<file path="src/pd_pkg.sv">
// Shared types and constants of the P-D instruction decode stage.
// Imported by the register block, the decoder, the legality unit and the top.
package pd_pkg;

	// Machine word, bit 0 is the MSB as in the original numbering
	typedef logic [0:15] word_t;
	// R0 flags: 0 Z, 1 M, 2 V, 3 C, 4 L, 5 E, 6 G, 7 Y, 8 X
	typedef logic [8:0]  r0_flags_t;
	typedef logic [2:0]  field3_t;	// A, B or C field, numeric value

	// AXI4-Lite widths
	typedef logic [3:0]  addr_t;
	typedef logic [31:0] data_t;
	typedef logic [1:0]  resp_t;

	localparam resp_t RESP_OKAY   = 2'b00;
	localparam resp_t RESP_SLVERR = 2'b10;

	typedef struct packed {
		logic q;		// User mode
		logic si1;		// Invalidate IR
		logic p;		// Skip flag
		logic mc3;		// Three pre-modifications done
	} pd_ctrl_t;

	typedef struct packed {
		logic    grp_01;	// Opcodes 020..037
		logic    grp_10;	// Opcodes 040..057
		logic    grp_11;	// Opcodes 060..077
		logic    in;
		logic    ou;
		logic    inou;		// IN or OU
		logic    s_grp;
		logic    c_grp;
		logic    bn_grp;
		logic    j_grp;
		logic    js_grp;
		logic    ka2;
		logic    hlt;		// S-group sub-decode
		logic    mcl;
		logic    sin;
		logic    gi;
		logic    lip;
		field3_t a_fld;
		field3_t b_fld;
		field3_t c_fld;
		logic    b0;		// B field zero
		logic    c0;		// C field nonzero
		logic    b_1;		// B field equal to 1
	} pd_decode_t;

	typedef enum logic [1:0] {
		AXIL_IDLE,
		AXIL_WRESP,
		AXIL_RDATA
	} axil_phase_e;

	// Register map
	localparam addr_t REG_IR     = 4'h0;
	localparam addr_t REG_CTRL   = 4'h4;
	localparam addr_t REG_R0     = 4'h8;
	localparam addr_t REG_STATUS = 4'hc;

	// STATUS bit positions
	localparam int ST_XI    = 0;
	localparam int ST_NEF   = 1;
	localparam int ST_C0    = 2;
	localparam int ST_B0    = 3;
	localparam int ST_INOU  = 4;
	localparam int ST_HLT   = 5;
	localparam int ST_SGRP  = 6;
	localparam int ST_A_LSB = 7;	// A field in 9..7

endpackage

</file>
<file path="src/instr_decoder.sv">
// Instruction register with SI1 invalidation, and the opcode group and field
// decoder feeding the legality unit and the STATUS register.
module instr_decoder
	import pd_pkg::*;
(
	input  logic       clk_sys,
	input  logic       rst_n,
	input  logic       ir_load,
	input  word_t      ir_in,
	input  logic       si1,
	output word_t      ir,
	output pd_decode_t dec
);

	// Opcode positions within a major group, from IR bits 2..5
	localparam logic [3:0] OP_OU  = 4'd13;	// Group 01
	localparam logic [3:0] OP_IN  = 4'd14;
	localparam logic [3:0] OP_JS  = 4'd8;	// Group 11
	localparam logic [3:0] OP_KA2 = 4'd9;
	localparam logic [3:0] OP_C   = 4'd10;
	localparam logic [3:0] OP_S   = 4'd11;
	localparam logic [3:0] OP_J   = 4'd12;
	localparam logic [3:0] OP_BN  = 4'd15;

	word_t      ir_q;
	logic [3:0] op;
	logic       g01;
	logic       g11;
	logic       s_grp;
	field3_t    a_fld;
	field3_t    b_fld;

	// SI1 pulls bits 0 and 1 low, pushing the word into group 00
	always_ff @(posedge clk_sys) begin
		if (!rst_n) begin
			ir_q <= '0;
		end else if (ir_load) begin
			ir_q[0:1]  <= si1 ? 2'b00 : ir_in[0:1];
			ir_q[2:15] <= ir_in[2:15];
		end else if (si1) begin
			ir_q[0:1] <= 2'b00;	// Held cleared
		end
	end

	assign ir    = ir_q;
	assign op    = ir_q[2:5];
	assign a_fld = ir_q[7:9];	// Bit 7 is the MSB
	assign b_fld = ir_q[10:12];
	assign g01   = (ir_q[0:1] == 2'b01);
	assign g11   = (ir_q[0:1] == 2'b11);
	assign s_grp = g11 && (op == OP_S);

	// Major groups
	assign dec.grp_01 = g01;
	assign dec.grp_10 = (ir_q[0:1] == 2'b10);
	assign dec.grp_11 = g11;

	// Group 01 I/O
	assign dec.in   = g01 && (op == OP_IN);
	assign dec.ou   = g01 && (op == OP_OU);
	assign dec.inou = g01 && (op == OP_IN || op == OP_OU);

	// Group 11 (KA1 and friends)
	assign dec.s_grp  = s_grp;
	assign dec.c_grp  = g11 && (op == OP_C);
	assign dec.bn_grp = g11 && (op == OP_BN);
	assign dec.j_grp  = g11 && (op == OP_J);
	assign dec.js_grp = g11 && (op == OP_JS);
	assign dec.ka2    = g11 && (op == OP_KA2);

	// S-group by A field
	assign dec.hlt = s_grp && (a_fld == 3'd0);
	assign dec.mcl = s_grp && (a_fld == 3'd1);
	assign dec.sin = s_grp && (a_fld == 3'd2);	// SIU, SIL, SIT, CIT
	assign dec.gi  = s_grp && (a_fld == 3'd3);
	assign dec.lip = s_grp && (a_fld == 3'd4);

	// Fields
	assign dec.a_fld = a_fld;
	assign dec.b_fld = b_fld;
	assign dec.c_fld = ir_q[13:15];
	assign dec.b0    = (b_fld == 3'd0);	// No B-modification
	assign dec.c0    = |ir_q[13:15];	// Argument in register, not next word
	assign dec.b_1   = (b_fld == 3'd1);

	a_grp_onehot: assert property (@(posedge clk_sys) disable iff (!rst_n)
		$onehot0({dec.grp_01, dec.grp_10, dec.grp_11}));

endmodule

</file>
<file path="src/legality_check.sv">
// Flags the decoded instruction as illegal (xi) or ineffective (nef) from the
// mode flags, the R0 condition flags and the pre-modification limit.
module legality_check
	import pd_pkg::*;
#(
	parameter bit INOU_USER_ILLEGAL = 1'b1	// IN and OU trap in user mode
) (
	input  pd_decode_t dec,
	input  pd_ctrl_t   ctrl,
	input  r0_flags_t  r0,
	output logic       xi,
	output logic       nef
);

	// R0 flag positions
	localparam int F_Z = 0;
	localparam int F_M = 1;
	localparam int F_V = 2;
	localparam int F_C = 3;
	localparam int F_L = 4;
	localparam int F_E = 5;
	localparam int F_G = 6;
	localparam int F_Y = 7;
	localparam int F_X = 8;

	logic no_grp;
	logic a_hi;
	logic user_trap;
	logic form_trap;
	logic jmp_skip;

	assign no_grp = !(dec.grp_01 || dec.grp_10 || dec.grp_11);	// Group 00
	assign a_hi   = (dec.a_fld >= 3'd5);	// A field 5..7

	// Privileged in user mode
	assign user_trap = ctrl.q && (dec.s_grp
		|| (INOU_USER_ILLEGAL && dec.inou)
		|| (dec.bn_grp && a_hi));

	// Reserved encodings and the MD chain limit
	assign form_trap = (dec.s_grp && a_hi)
		|| (dec.c_grp && (dec.b_fld[2] || (dec.b_fld[1] && dec.b_fld[0])))
		|| (dec.bn_grp && (dec.a_fld == 3'd5) && ctrl.mc3)
		|| (dec.c_grp && dec.b_1 && (dec.c_fld[2] || dec.c_fld[1]));

	// Conditional jumps not taken
	always_comb begin
		jmp_skip = 1'b0;
		if (dec.j_grp) begin
			case (dec.a_fld)
				3'd1:    jmp_skip = !r0[F_L];	// JL
				3'd2:    jmp_skip = !r0[F_E];	// JE
				3'd3:    jmp_skip = !r0[F_G];	// JG
				3'd4:    jmp_skip = !r0[F_Z];	// JZ
				3'd5:    jmp_skip = !r0[F_M];	// JM
				3'd6:    jmp_skip = r0[F_E];	// JN
				default: jmp_skip = 1'b0;
			endcase
		end else if (dec.js_grp) begin
			case (dec.a_fld)
				3'd1:    jmp_skip = !r0[F_L];	// JLS
				3'd2:    jmp_skip = !r0[F_E];	// JES
				3'd3:    jmp_skip = !r0[F_G];	// JGS
				3'd4:    jmp_skip = !r0[F_V];	// JVS
				3'd5:    jmp_skip = !r0[F_X];	// JXS
				3'd6:    jmp_skip = !r0[F_Y];	// JYS
				3'd7:    jmp_skip = !r0[F_C];	// JCS
				default: jmp_skip = 1'b0;
			endcase
		end
	end

	assign xi  = no_grp || user_trap || form_trap;
	assign nef = no_grp || user_trap || form_trap || ctrl.p || jmp_skip;

	// An illegal instruction is never executed
	always_comb begin
		a_xi_nef: assert (!xi || nef);
	end

endmodule

</file>
<file path="src/pd_regs.sv">
// AXI4-Lite slave of the decode stage: CTRL and R0 storage, IR load strobe,
// and the STATUS word built from the decoder and legality results.
module pd_regs
	import pd_pkg::*;
(
	input  logic       clk_sys,
	input  logic       rst_n,
	input  addr_t      awaddr,
	input  logic       awvalid,
	output logic       awready,
	input  data_t      wdata,
	input  logic [3:0] wstrb,
	input  logic       wvalid,
	output logic       wready,
	output logic       bvalid,
	output resp_t      bresp,
	input  logic       bready,
	input  addr_t      araddr,
	input  logic       arvalid,
	output logic       arready,
	output logic       rvalid,
	output data_t      rdata,
	output resp_t      rresp,
	input  logic       rready,
	input  word_t      ir,
	input  pd_decode_t dec,
	input  logic       xi,
	input  logic       nef,
	output logic       ir_load,
	output word_t      ir_in,
	output pd_ctrl_t   ctrl,
	output r0_flags_t  r0
);

	axil_phase_e phase;
	logic        wr_acc;
	logic        rd_acc;
	logic        wr_err;
	logic        rd_err;
	data_t       status;
	data_t       rd_mux;

	assign wr_acc  = (phase == AXIL_IDLE) && awvalid && wvalid;	// Both channels together
	assign rd_acc  = (phase == AXIL_IDLE) && arvalid && !(awvalid && wvalid);	// Write wins
	assign awready = wr_acc;
	assign wready  = wr_acc;
	assign arready = rd_acc;
	assign bvalid  = (phase == AXIL_WRESP);
	assign rvalid  = (phase == AXIL_RDATA);

	// Only IR, CTRL and R0 are writable
	assign wr_err = !(awaddr inside {REG_IR, REG_CTRL, REG_R0});
	assign rd_err = !(araddr inside {REG_IR, REG_CTRL, REG_R0, REG_STATUS});

	assign ir_load = wr_acc && (awaddr == REG_IR);	// Single cycle, IR takes it on this edge
	assign ir_in   = wdata[15:0];

	always_ff @(posedge clk_sys) begin
		if (!rst_n) begin
			phase <= AXIL_IDLE;
		end else begin
			case (phase)
				AXIL_IDLE:  if (wr_acc) phase <= AXIL_WRESP;
				            else if (rd_acc) phase <= AXIL_RDATA;
				AXIL_WRESP: if (bready) phase <= AXIL_IDLE;
				AXIL_RDATA: if (rready) phase <= AXIL_IDLE;
				default:    phase <= AXIL_IDLE;
			endcase
		end
	end

	always_ff @(posedge clk_sys) begin
		if (!rst_n) begin
			ctrl <= '0;
			r0   <= '0;
		end else if (wr_acc) begin
			if (awaddr == REG_CTRL) begin
				ctrl.q   <= wdata[0];
				ctrl.si1 <= wdata[1];
				ctrl.p   <= wdata[2];
				ctrl.mc3 <= wdata[3];
			end
			if (awaddr == REG_R0)
				r0 <= wdata[8:0];	// Z in bit 0 up to X in bit 8
		end
	end

	always_comb begin
		status                   = '0;
		status[ST_XI]            = xi;
		status[ST_NEF]           = nef;
		status[ST_C0]            = dec.c0;
		status[ST_B0]            = dec.b0;
		status[ST_INOU]          = dec.inou;
		status[ST_HLT]           = dec.hlt;
		status[ST_SGRP]          = dec.s_grp;
		status[ST_A_LSB +: 3]    = dec.a_fld;
	end

	always_comb begin
		case (araddr)
			REG_IR:     rd_mux = {16'h0, ir};
			REG_CTRL:   rd_mux = {28'h0, ctrl.mc3, ctrl.p, ctrl.si1, ctrl.q};
			REG_R0:     rd_mux = {23'h0, r0};
			REG_STATUS: rd_mux = status;
			default:    rd_mux = '0;	// Unmapped reads as zero
		endcase
	end

	// Response payload, captured at acceptance
	always_ff @(posedge clk_sys) begin
		if (wr_acc)
			bresp <= wr_err ? RESP_SLVERR : RESP_OKAY;
		if (rd_acc) begin
			rdata <= rd_mux;
			rresp <= rd_err ? RESP_SLVERR : RESP_OKAY;
		end
	end

	// Responses must wait for the host
	a_bvalid_hold: assert property (@(posedge clk_sys) disable iff (!rst_n)
		bvalid && !bready |=> bvalid);
	a_rvalid_hold: assert property (@(posedge clk_sys) disable iff (!rst_n)
		rvalid && !rready |=> rvalid);
	a_ir_load_pulse: assert property (@(posedge clk_sys) disable iff (!rst_n)
		ir_load |=> !ir_load);
	// Strobes are ignored but must not float on an accepted write
	a_wstrb_known: assert property (@(posedge clk_sys) disable iff (!rst_n)
		wr_acc |-> !$isunknown(wstrb));

endmodule

</file>
<file path="src/pd_top.sv">
// Top of the P-D decode stage: AXI4-Lite register block, IR and decoder,
// legality unit. The illegal and ineffective flags are also brought out.
module pd_top
	import pd_pkg::*;
#(
	parameter bit INOU_USER_ILLEGAL = 1'b1
) (
	input  logic       clk_sys,
	input  logic       rst_n,
	input  addr_t      awaddr,
	input  logic       awvalid,
	output logic       awready,
	input  data_t      wdata,
	input  logic [3:0] wstrb,
	input  logic       wvalid,
	output logic       wready,
	output logic       bvalid,
	output resp_t      bresp,
	input  logic       bready,
	input  addr_t      araddr,
	input  logic       arvalid,
	output logic       arready,
	output logic       rvalid,
	output data_t      rdata,
	output resp_t      rresp,
	input  logic       rready,
	output logic       xi,
	output logic       nef
);

	logic       ir_load;
	word_t      ir_in;
	word_t      ir;
	pd_ctrl_t   ctrl;
	r0_flags_t  r0;
	pd_decode_t dec;

	pd_regs i_pd_regs (
		.clk_sys, .rst_n,
		.awaddr, .awvalid, .awready, .wdata, .wstrb, .wvalid, .wready,
		.bvalid, .bresp, .bready,
		.araddr, .arvalid, .arready, .rvalid, .rdata, .rresp, .rready,
		.ir, .dec, .xi, .nef,
		.ir_load, .ir_in, .ctrl, .r0
	);

	instr_decoder i_instr_decoder (
		.clk_sys, .rst_n, .ir_load, .ir_in,
		.si1 (ctrl.si1),
		.ir, .dec
	);

	legality_check #(
		.INOU_USER_ILLEGAL (INOU_USER_ILLEGAL)
	) i_legality_check (
		.dec, .ctrl, .r0, .xi, .nef
	);

endmodule

</file>
<file path="config.mk">
export PLATFORM = sky130hd
export DESIGN_NAME = pd_top
export DESIGN_NICKNAME = d
export VERILOG_FILES = /design/src/pd_pkg.sv /design/src/instr_decoder.sv /design/src/legality_check.sv /design/src/pd_regs.sv /design/src/pd_top.sv
export SDC_FILE = /design/constraint.sdc
export NUM_CORES = 1
export LEC_CHECK = 0
export BUFFER_PORTS_ARGS = -buffer_cell sky130_fd_sc_hd__buf_2
export CORE_ASPECT_RATIO = 0.9
export CORE_MARGIN = 3
export CORE_UTILIZATION = 53
export DETAILED_ROUTE_END_ITERATION = 10
export GPL_TIMING_DRIVEN = 0
export PLACE_DENSITY_LB_ADDON = 0.25
export SYNTH_ARGS = -nofsm -noshare
export SYNTH_HDL_FRONTEND = slang
export SYNTH_SLANG_ARGS = --single-unit
</file>
<file path="constraint.sdc">
create_clock -name clk_sys -period 2.93 [get_ports clk_sys]
set_input_delay 0.586 -clock clk_sys [delete_from_list [all_inputs] [get_ports clk_sys]]
set_output_delay 0.586 -clock clk_sys [all_outputs]
set_load 0.02 [all_outputs]
</file>
After elaboration in Yosys (flattened, before gate mapping)

Index checks and enable logic that the tools add are counted.

Order comparisons: 1
Equality and inequality tests: 28
Muxes and demuxes: 15
Reduce and logical (&&, ||, !) cells: 59

Operator list:

| operator                                              | number |
|---|---|
| case mux 16 bit (4 select lines)                      | 1 |
| equality test 4 bit, second input constant            | 10 |
| logical AND 1 bit                                     | 22 |
| 2-to-1 mux 2 bit                                      | 9 |
| logical OR 1 bit                                      | 14 |
| equality test 3 bit, second input constant            | 4 |
| zero test 1 bit                                       | 11 |
| equality test 4 x 3 -> 1 bit, second input constant   | 2 |
| zero test 4 bit                                       | 2 |
| case mux 1 bit (7 select lines)                       | 1 |
| equality test 2 bit, second input constant            | 3 |
| equality test 3 x 1 -> 1 bit, second input constant   | 2 |
| equality test 3 x 2 -> 1 bit, second input constant   | 2 |
| zero test 3 bit                                       | 2 |
| case mux 1 bit (6 select lines)                       | 1 |
| case mux 2 bit (3 select lines)                       | 1 |
| equality test 2 x 1 -> 1 bit, second input constant   | 2 |
| inequality test 2 x 1 -> 1 bit, second input constant | 2 |
| AND reduction 2 bit                                   | 2 |
| nonzero test 4 bit                                    | 1 |
| >= comparator 3 bit, second input constant            | 1 |
| inequality test 3 x 2 -> 1 bit, second input constant | 1 |
| AND reduction 3 bit                                   | 1 |
| nonzero test 3 bit                                    | 1 |
| 4 further kinds                                       | 5 |

Register bits after elaboration: 67
Input bits: 51
Output and inout port bits: 43
Word-level logic and storage cells: 114

Logic depth before layout (Yosys ltp)

Word-level depth: 11
Mapped depth: 7
Gate-level depth less buffers: 5

By module

From an unflattened synthesis, not the netlist that was laid out.

Cell total of the unflattened synthesis: 293
Area total of the unflattened synthesis: 2909.0 um^2

By module, submodules not included:

| module         | instances | cells an instance | area each (um^2) | sequential area each (um^2) |
|---|---|---|---|---|
| pd_regs        | 1         | 168               | 1809.2           | 840.8 |
| instr_decoder  | 1         | 94                | 892.1            | 320.3 |
| legality_check | 1         | 31                | 207.7            | 0.0 |

Least setup slack after synthesis

OpenSTA, ideal clock, no wires.

Path type: input to output
Start: input arvalid
End: output arready
Arrival time: 1.809 ns
Required time: 2.344 ns
Path slack: 0.535 ns
Cell stages on the path: 2
Buffers on the path: 0
Cell sequence: nand2_1 a21oi_1

Cells in the longest elaborated chain, start to end: 2

Ends and longest elaborated chain:

| item                           | RTL line      | RTL |
|---|---|---|
| start: declaration             | pd_top.sv:21  | `input logic arvalid,` |
| logical AND 1 bit (2 in a row) | pd_regs.sv:44 | `assign rd_acc = (phase == AXIL_IDLE) && arvalid && !(awvalid && wvalid);` |
| end: declaration               | pd_top.sv:22  | `output logic arready,` |

Every way passes these cells.

Worst setup path after layout

Start: register i_instr_decoder.ir_q[6], in the netlist i_instr_decoder.ir[6]
End: output nef

Cells in the longest elaborated chain, start to end: 8
Elaborated cells between the ends (all ways): 25
Those cells by class: 1 x order compare; 7 x eq/ne; 4 x mux; 13 x reduce/logical

Ends and longest elaborated chain:

| item                                                       | RTL line                                                         | RTL |
|---|---|---|
| start: declaration                                         | instr_decoder.sv:25                                              | `word_t ir_q;` |
| start signal: assignment                                   | instr_decoder.sv:39                                              | `ir_q[2:15] <= ir_in[2:15];` |
| >= comparator 3 bit or equality test 3 bit (tied branches) | n/a                                                              |  |
| logical AND 1 bit, on equally long branches                | legality_check.sv:38, legality_check.sv:41, legality_check.sv:43 |  |
| logical OR 1 bit (tied with other cells)                   | legality_check.sv:38                                             | `\|\| (dec.bn_grp && a_hi));` |
| logical AND 1 bit or logical OR 1 bit (tied branches)      | legality_check.sv:36, legality_check.sv:43                       |  |
| logical OR 1 bit, on equally long branches                 | legality_check.sv:74, legality_check.sv:44                       |  |
| logical OR 1 bit (2 in a row)                              | legality_check.sv:74                                             | `assign nef = no_grp \|\| user_trap \|\| form_trap \|\| ctrl.p \|\| jmp_skip;` |
| logical OR 1 bit (*)                                       | legality_check.sv:74                                             |  |
| end: declaration                                           | pd_top.sv:28                                                     | `output logic nef` |

Every way passes the cells marked *; elsewhere a longest branch is shown, timed or not.

==> key figures <==
Final layout
  • # fillers: 382
  • Layout area overhead: 19.7%
  • Fraction of layout cells with a size suffix above 1: 31.3%
  • Commonest non-fill, non-tap cells in the layout: buf_2, nor2b_1, mux2i_1, dfxtp_1, buf_4
  • Non-Filler Instances: between 300 and 400
  • Most common cell after layout, fill and taps aside: buf_2
  • Nets: 370
  • Inserted Diodes: 0

Yosys
  • Warnings from Yosys: 0
  • Netlist Area Pre-Place: roughly 2600 um2
  • Fraction of registers with async set/reset: 0%
  • Yosys reg bits: 49
  • Register area share after synthesis: a little under half
  • Syn Area/Cell: 10.5 um2
  • Post-Syn Instances: 242
  • Post-synth cell types: 50
  • Ys flop type: dfxtp_1
  • EDFF count, synth: 18

Place
  • Placed insts: 374
  • DP HPWL: between 4000 and 5000 um
  • RePlAce Congestion: around 0.87
  • Port bufs: 53

Timing
  • Setup Skew: roughly 6 ps
  • Final min period: 2590 ps
  • Fin crit share: 88.4%
  • RSZ-0062 raised after global routing: no
  • Final Hold Fails: 0
  • Setup violations, final: 0
  • Final Max Slew Viols: 0
  • F_max: roughly 0.39 GHz
  • Setup TNS: 0 ps
  • Slew margin rel.: 34.3%
  • Slew @ Worst Pin: between 900 and 1000 ps

Power and ir drop
  • Power Dens Cells: roughly 430 nW/um2
  • Worst vdd ir: around 0.24 mV
  • Static leakage: 1.30 nW

Routing
  • Vias per inst: between 5 and 6
  • DRC: 0
  • Wire per inst: 13.8 um
  • DRT Wirelength: 5260 um
  • Vias: 1915
  • Drt pass-1 iters: 5
  • Initial DRC count: 146
  • Routed Antenna Nets: 0

Setup path
  • Crit end category: output pin
  • Worst Path Max Fanout: 10
  • Reg2Reg Depth: 7
  • CP Launch Type: flop
  • Critical path class: reg2out
  • Critical path data arrival time: 2000 ps
  • WP data required: 2340 ps

Status
  • Outcome: finished clean

Global routing
  • Wire length of the first global-routing pass: about 8300 um
  • GR Layer Usage met3: between 4 and 5%
  • Grt peak-use layer: met2
  • Number of global-route vias before repair: between 1500 and 2000
  • Largest net degree at the start of global routing: 20
  • GRT Overall Usage: 18.8%
  • Initial antenna violation count: 0
  • Global route overflow: 0
  • Met1 GRT Util: 26.8%
  • Met2 GRT Util: ~29%

Clock network
  • CTS tree: done
  • Clk sinks: 49
  • Setup bufs post-CTS: 0
  • CTS Hold Bufs: 0
  • H-tree lvl count: 2
  • CTS max path bufs: 2
  • Reg clk slew, reported paths: 80 ps
  • Post_cts resized: 0
  • Root buf cell: clkbuf_8
  • Skew-Pair Late Insertion Delay: around 290 ps
  • CTS Buf Count: 5

Die
  • Chip height: between 70 and 80 um
  • Ports: 94
  • CORE AREA: 4550 um2
  • Num rows: 23
  • Die Width: 79.1 um
  • Initial Util: 56.1%
  • Die area: 5680 um2

Hold path
  • Hold/Removal Path Class: in2reg
  • Hold-critical path depth: 3

Run
  • Max-Cap Viols: 0
## Yosys cell counts (all sizes together) (2+ instances only)
library cell / count / area, um2
a31o: 2 / 17.5
o211ai: 2 / 15.0
nor2: 14 / 55.1
o21ai: 2 / 10.0
nand4b: 3 / 26.3
and4: 2 / 17.5
or2: 2 / 12.5
o311ai: 2 / 17.5
nor2b: 34 / 213
clkbuf: 7 / 26.3
buf: 26 / 190
and2: 2 / 12.5
mux2i: 31 / 310
a22oi: 4 / 30.0
nor3b: 3 / 22.5
nor4: 2 / 12.5
edfxtp: 18 / 541
mux4: 2 / 45.0
a211oi: 2 / 15.0
nand2b: 2 / 12.5
a21oi: 6 / 30.0
nor3: 4 / 31.3
mux2: 4 / 45.0
o32ai: 2 / 17.5
dfxtp: 31 / 621
inv: 3 / 11.3
o21a: 2 / 15.0
and3: 7 / 43.8
nand2: 8 / 37.5
## state kept, by name, summed over array words and instances, names as in the netlist
register and count:
i_instr_decoder.ir 16, i_pd_regs.ctrl 4, i_pd_regs.rresp 1, i_pd_regs.r0 9
i_pd_regs.rdata 16, i_pd_regs.bresp 1, i_pd_regs.phase 2
## metrics by stage
| stage | total power (W) | utilization [%] | setup slack (ps) | instance area, um2 | hold slack (ps) |
|---|---|---|---|---|---|
| 3_5_place_dp | 0.000925 | 65.1 | 534 | 2960 | 535 |
| 2_1_floorplan | 0.000869 | - | 535 | 2620 | 482 |
| 4_1_cts | 0.00131 | 67.1 | 345 | 3050 | 530 |
| 6_report | 0.00131 | 67.1 | 341 | 3050 | 536 |
| 3_3_place_gp | 0.000922 | 65.1 | 70.2 | 2960 | 503 |
| 5_1_grt | 0.00136 | 67.1 | 216 | 3050 | 542 |
## power breakdown
group / switching [W] / internal, W
clock: 0.000201 / 0.000196
combinational: 0.000107 / 0.0000700
sequential: 0.00000699 / 0.000725
## worst max-delay path, cell delays in order, from the launching register on
cell      delay, ps
dfxtp_1         350
buf_2           220
or3b_2          470
o311ai_0        120
and4_1          300
or3_1           110
buf_2           150
## cells by family after synthesis
kind of cell | count (synthesis) | share of synthesized area (%)
muxes | 37 | 15.7
other | 1 | 0.147
xor gates and xnor gates | 1 | 0.343
and+or+nand+nor | 91 | 21.8
AOI/OAI and AO/OA | 27 | 7.60
buffers and inverters | 36 | 8.93
DFF | 49 | 45.5
## layer usage
| metal | wire length (um) | vias to the layer above |
|---|---|---|
| met5 | 0 | - |
| met2 | 2400 | 83 |
| li1 | - | 980 |
| met1 | 2430 | 848 |
| met3 | 395 | 4 |
| met4 | 40 | 0 |
## worst paths after layout
kind         slack (ps)                endpoint             startpoint
min                 540  i_instr_decoder.ir[14]              wdata[14]
max reg2reg         950   i_instr_decoder.ir[9]     i_pd_regs.phase[1]
max                 340                     nef  i_instr_decoder.ir[6]
min reg2reg         560   i_instr_decoder.ir[9]  i_instr_decoder.ir[9]
## area by class of cell
type                    count  area (um2)  area share, %
plain buffers              33         216           7.09
well taps                  62        77.6           2.54
inverters                   3        11.3          0.369
repair buffers             53         265           8.69
clock buffers               8        91.3           2.99
flip-flops and latches     49        1160           38.0
multi-input cells         174        1230           40.3
Note: power is estimated with default switching activity, not from simulation.
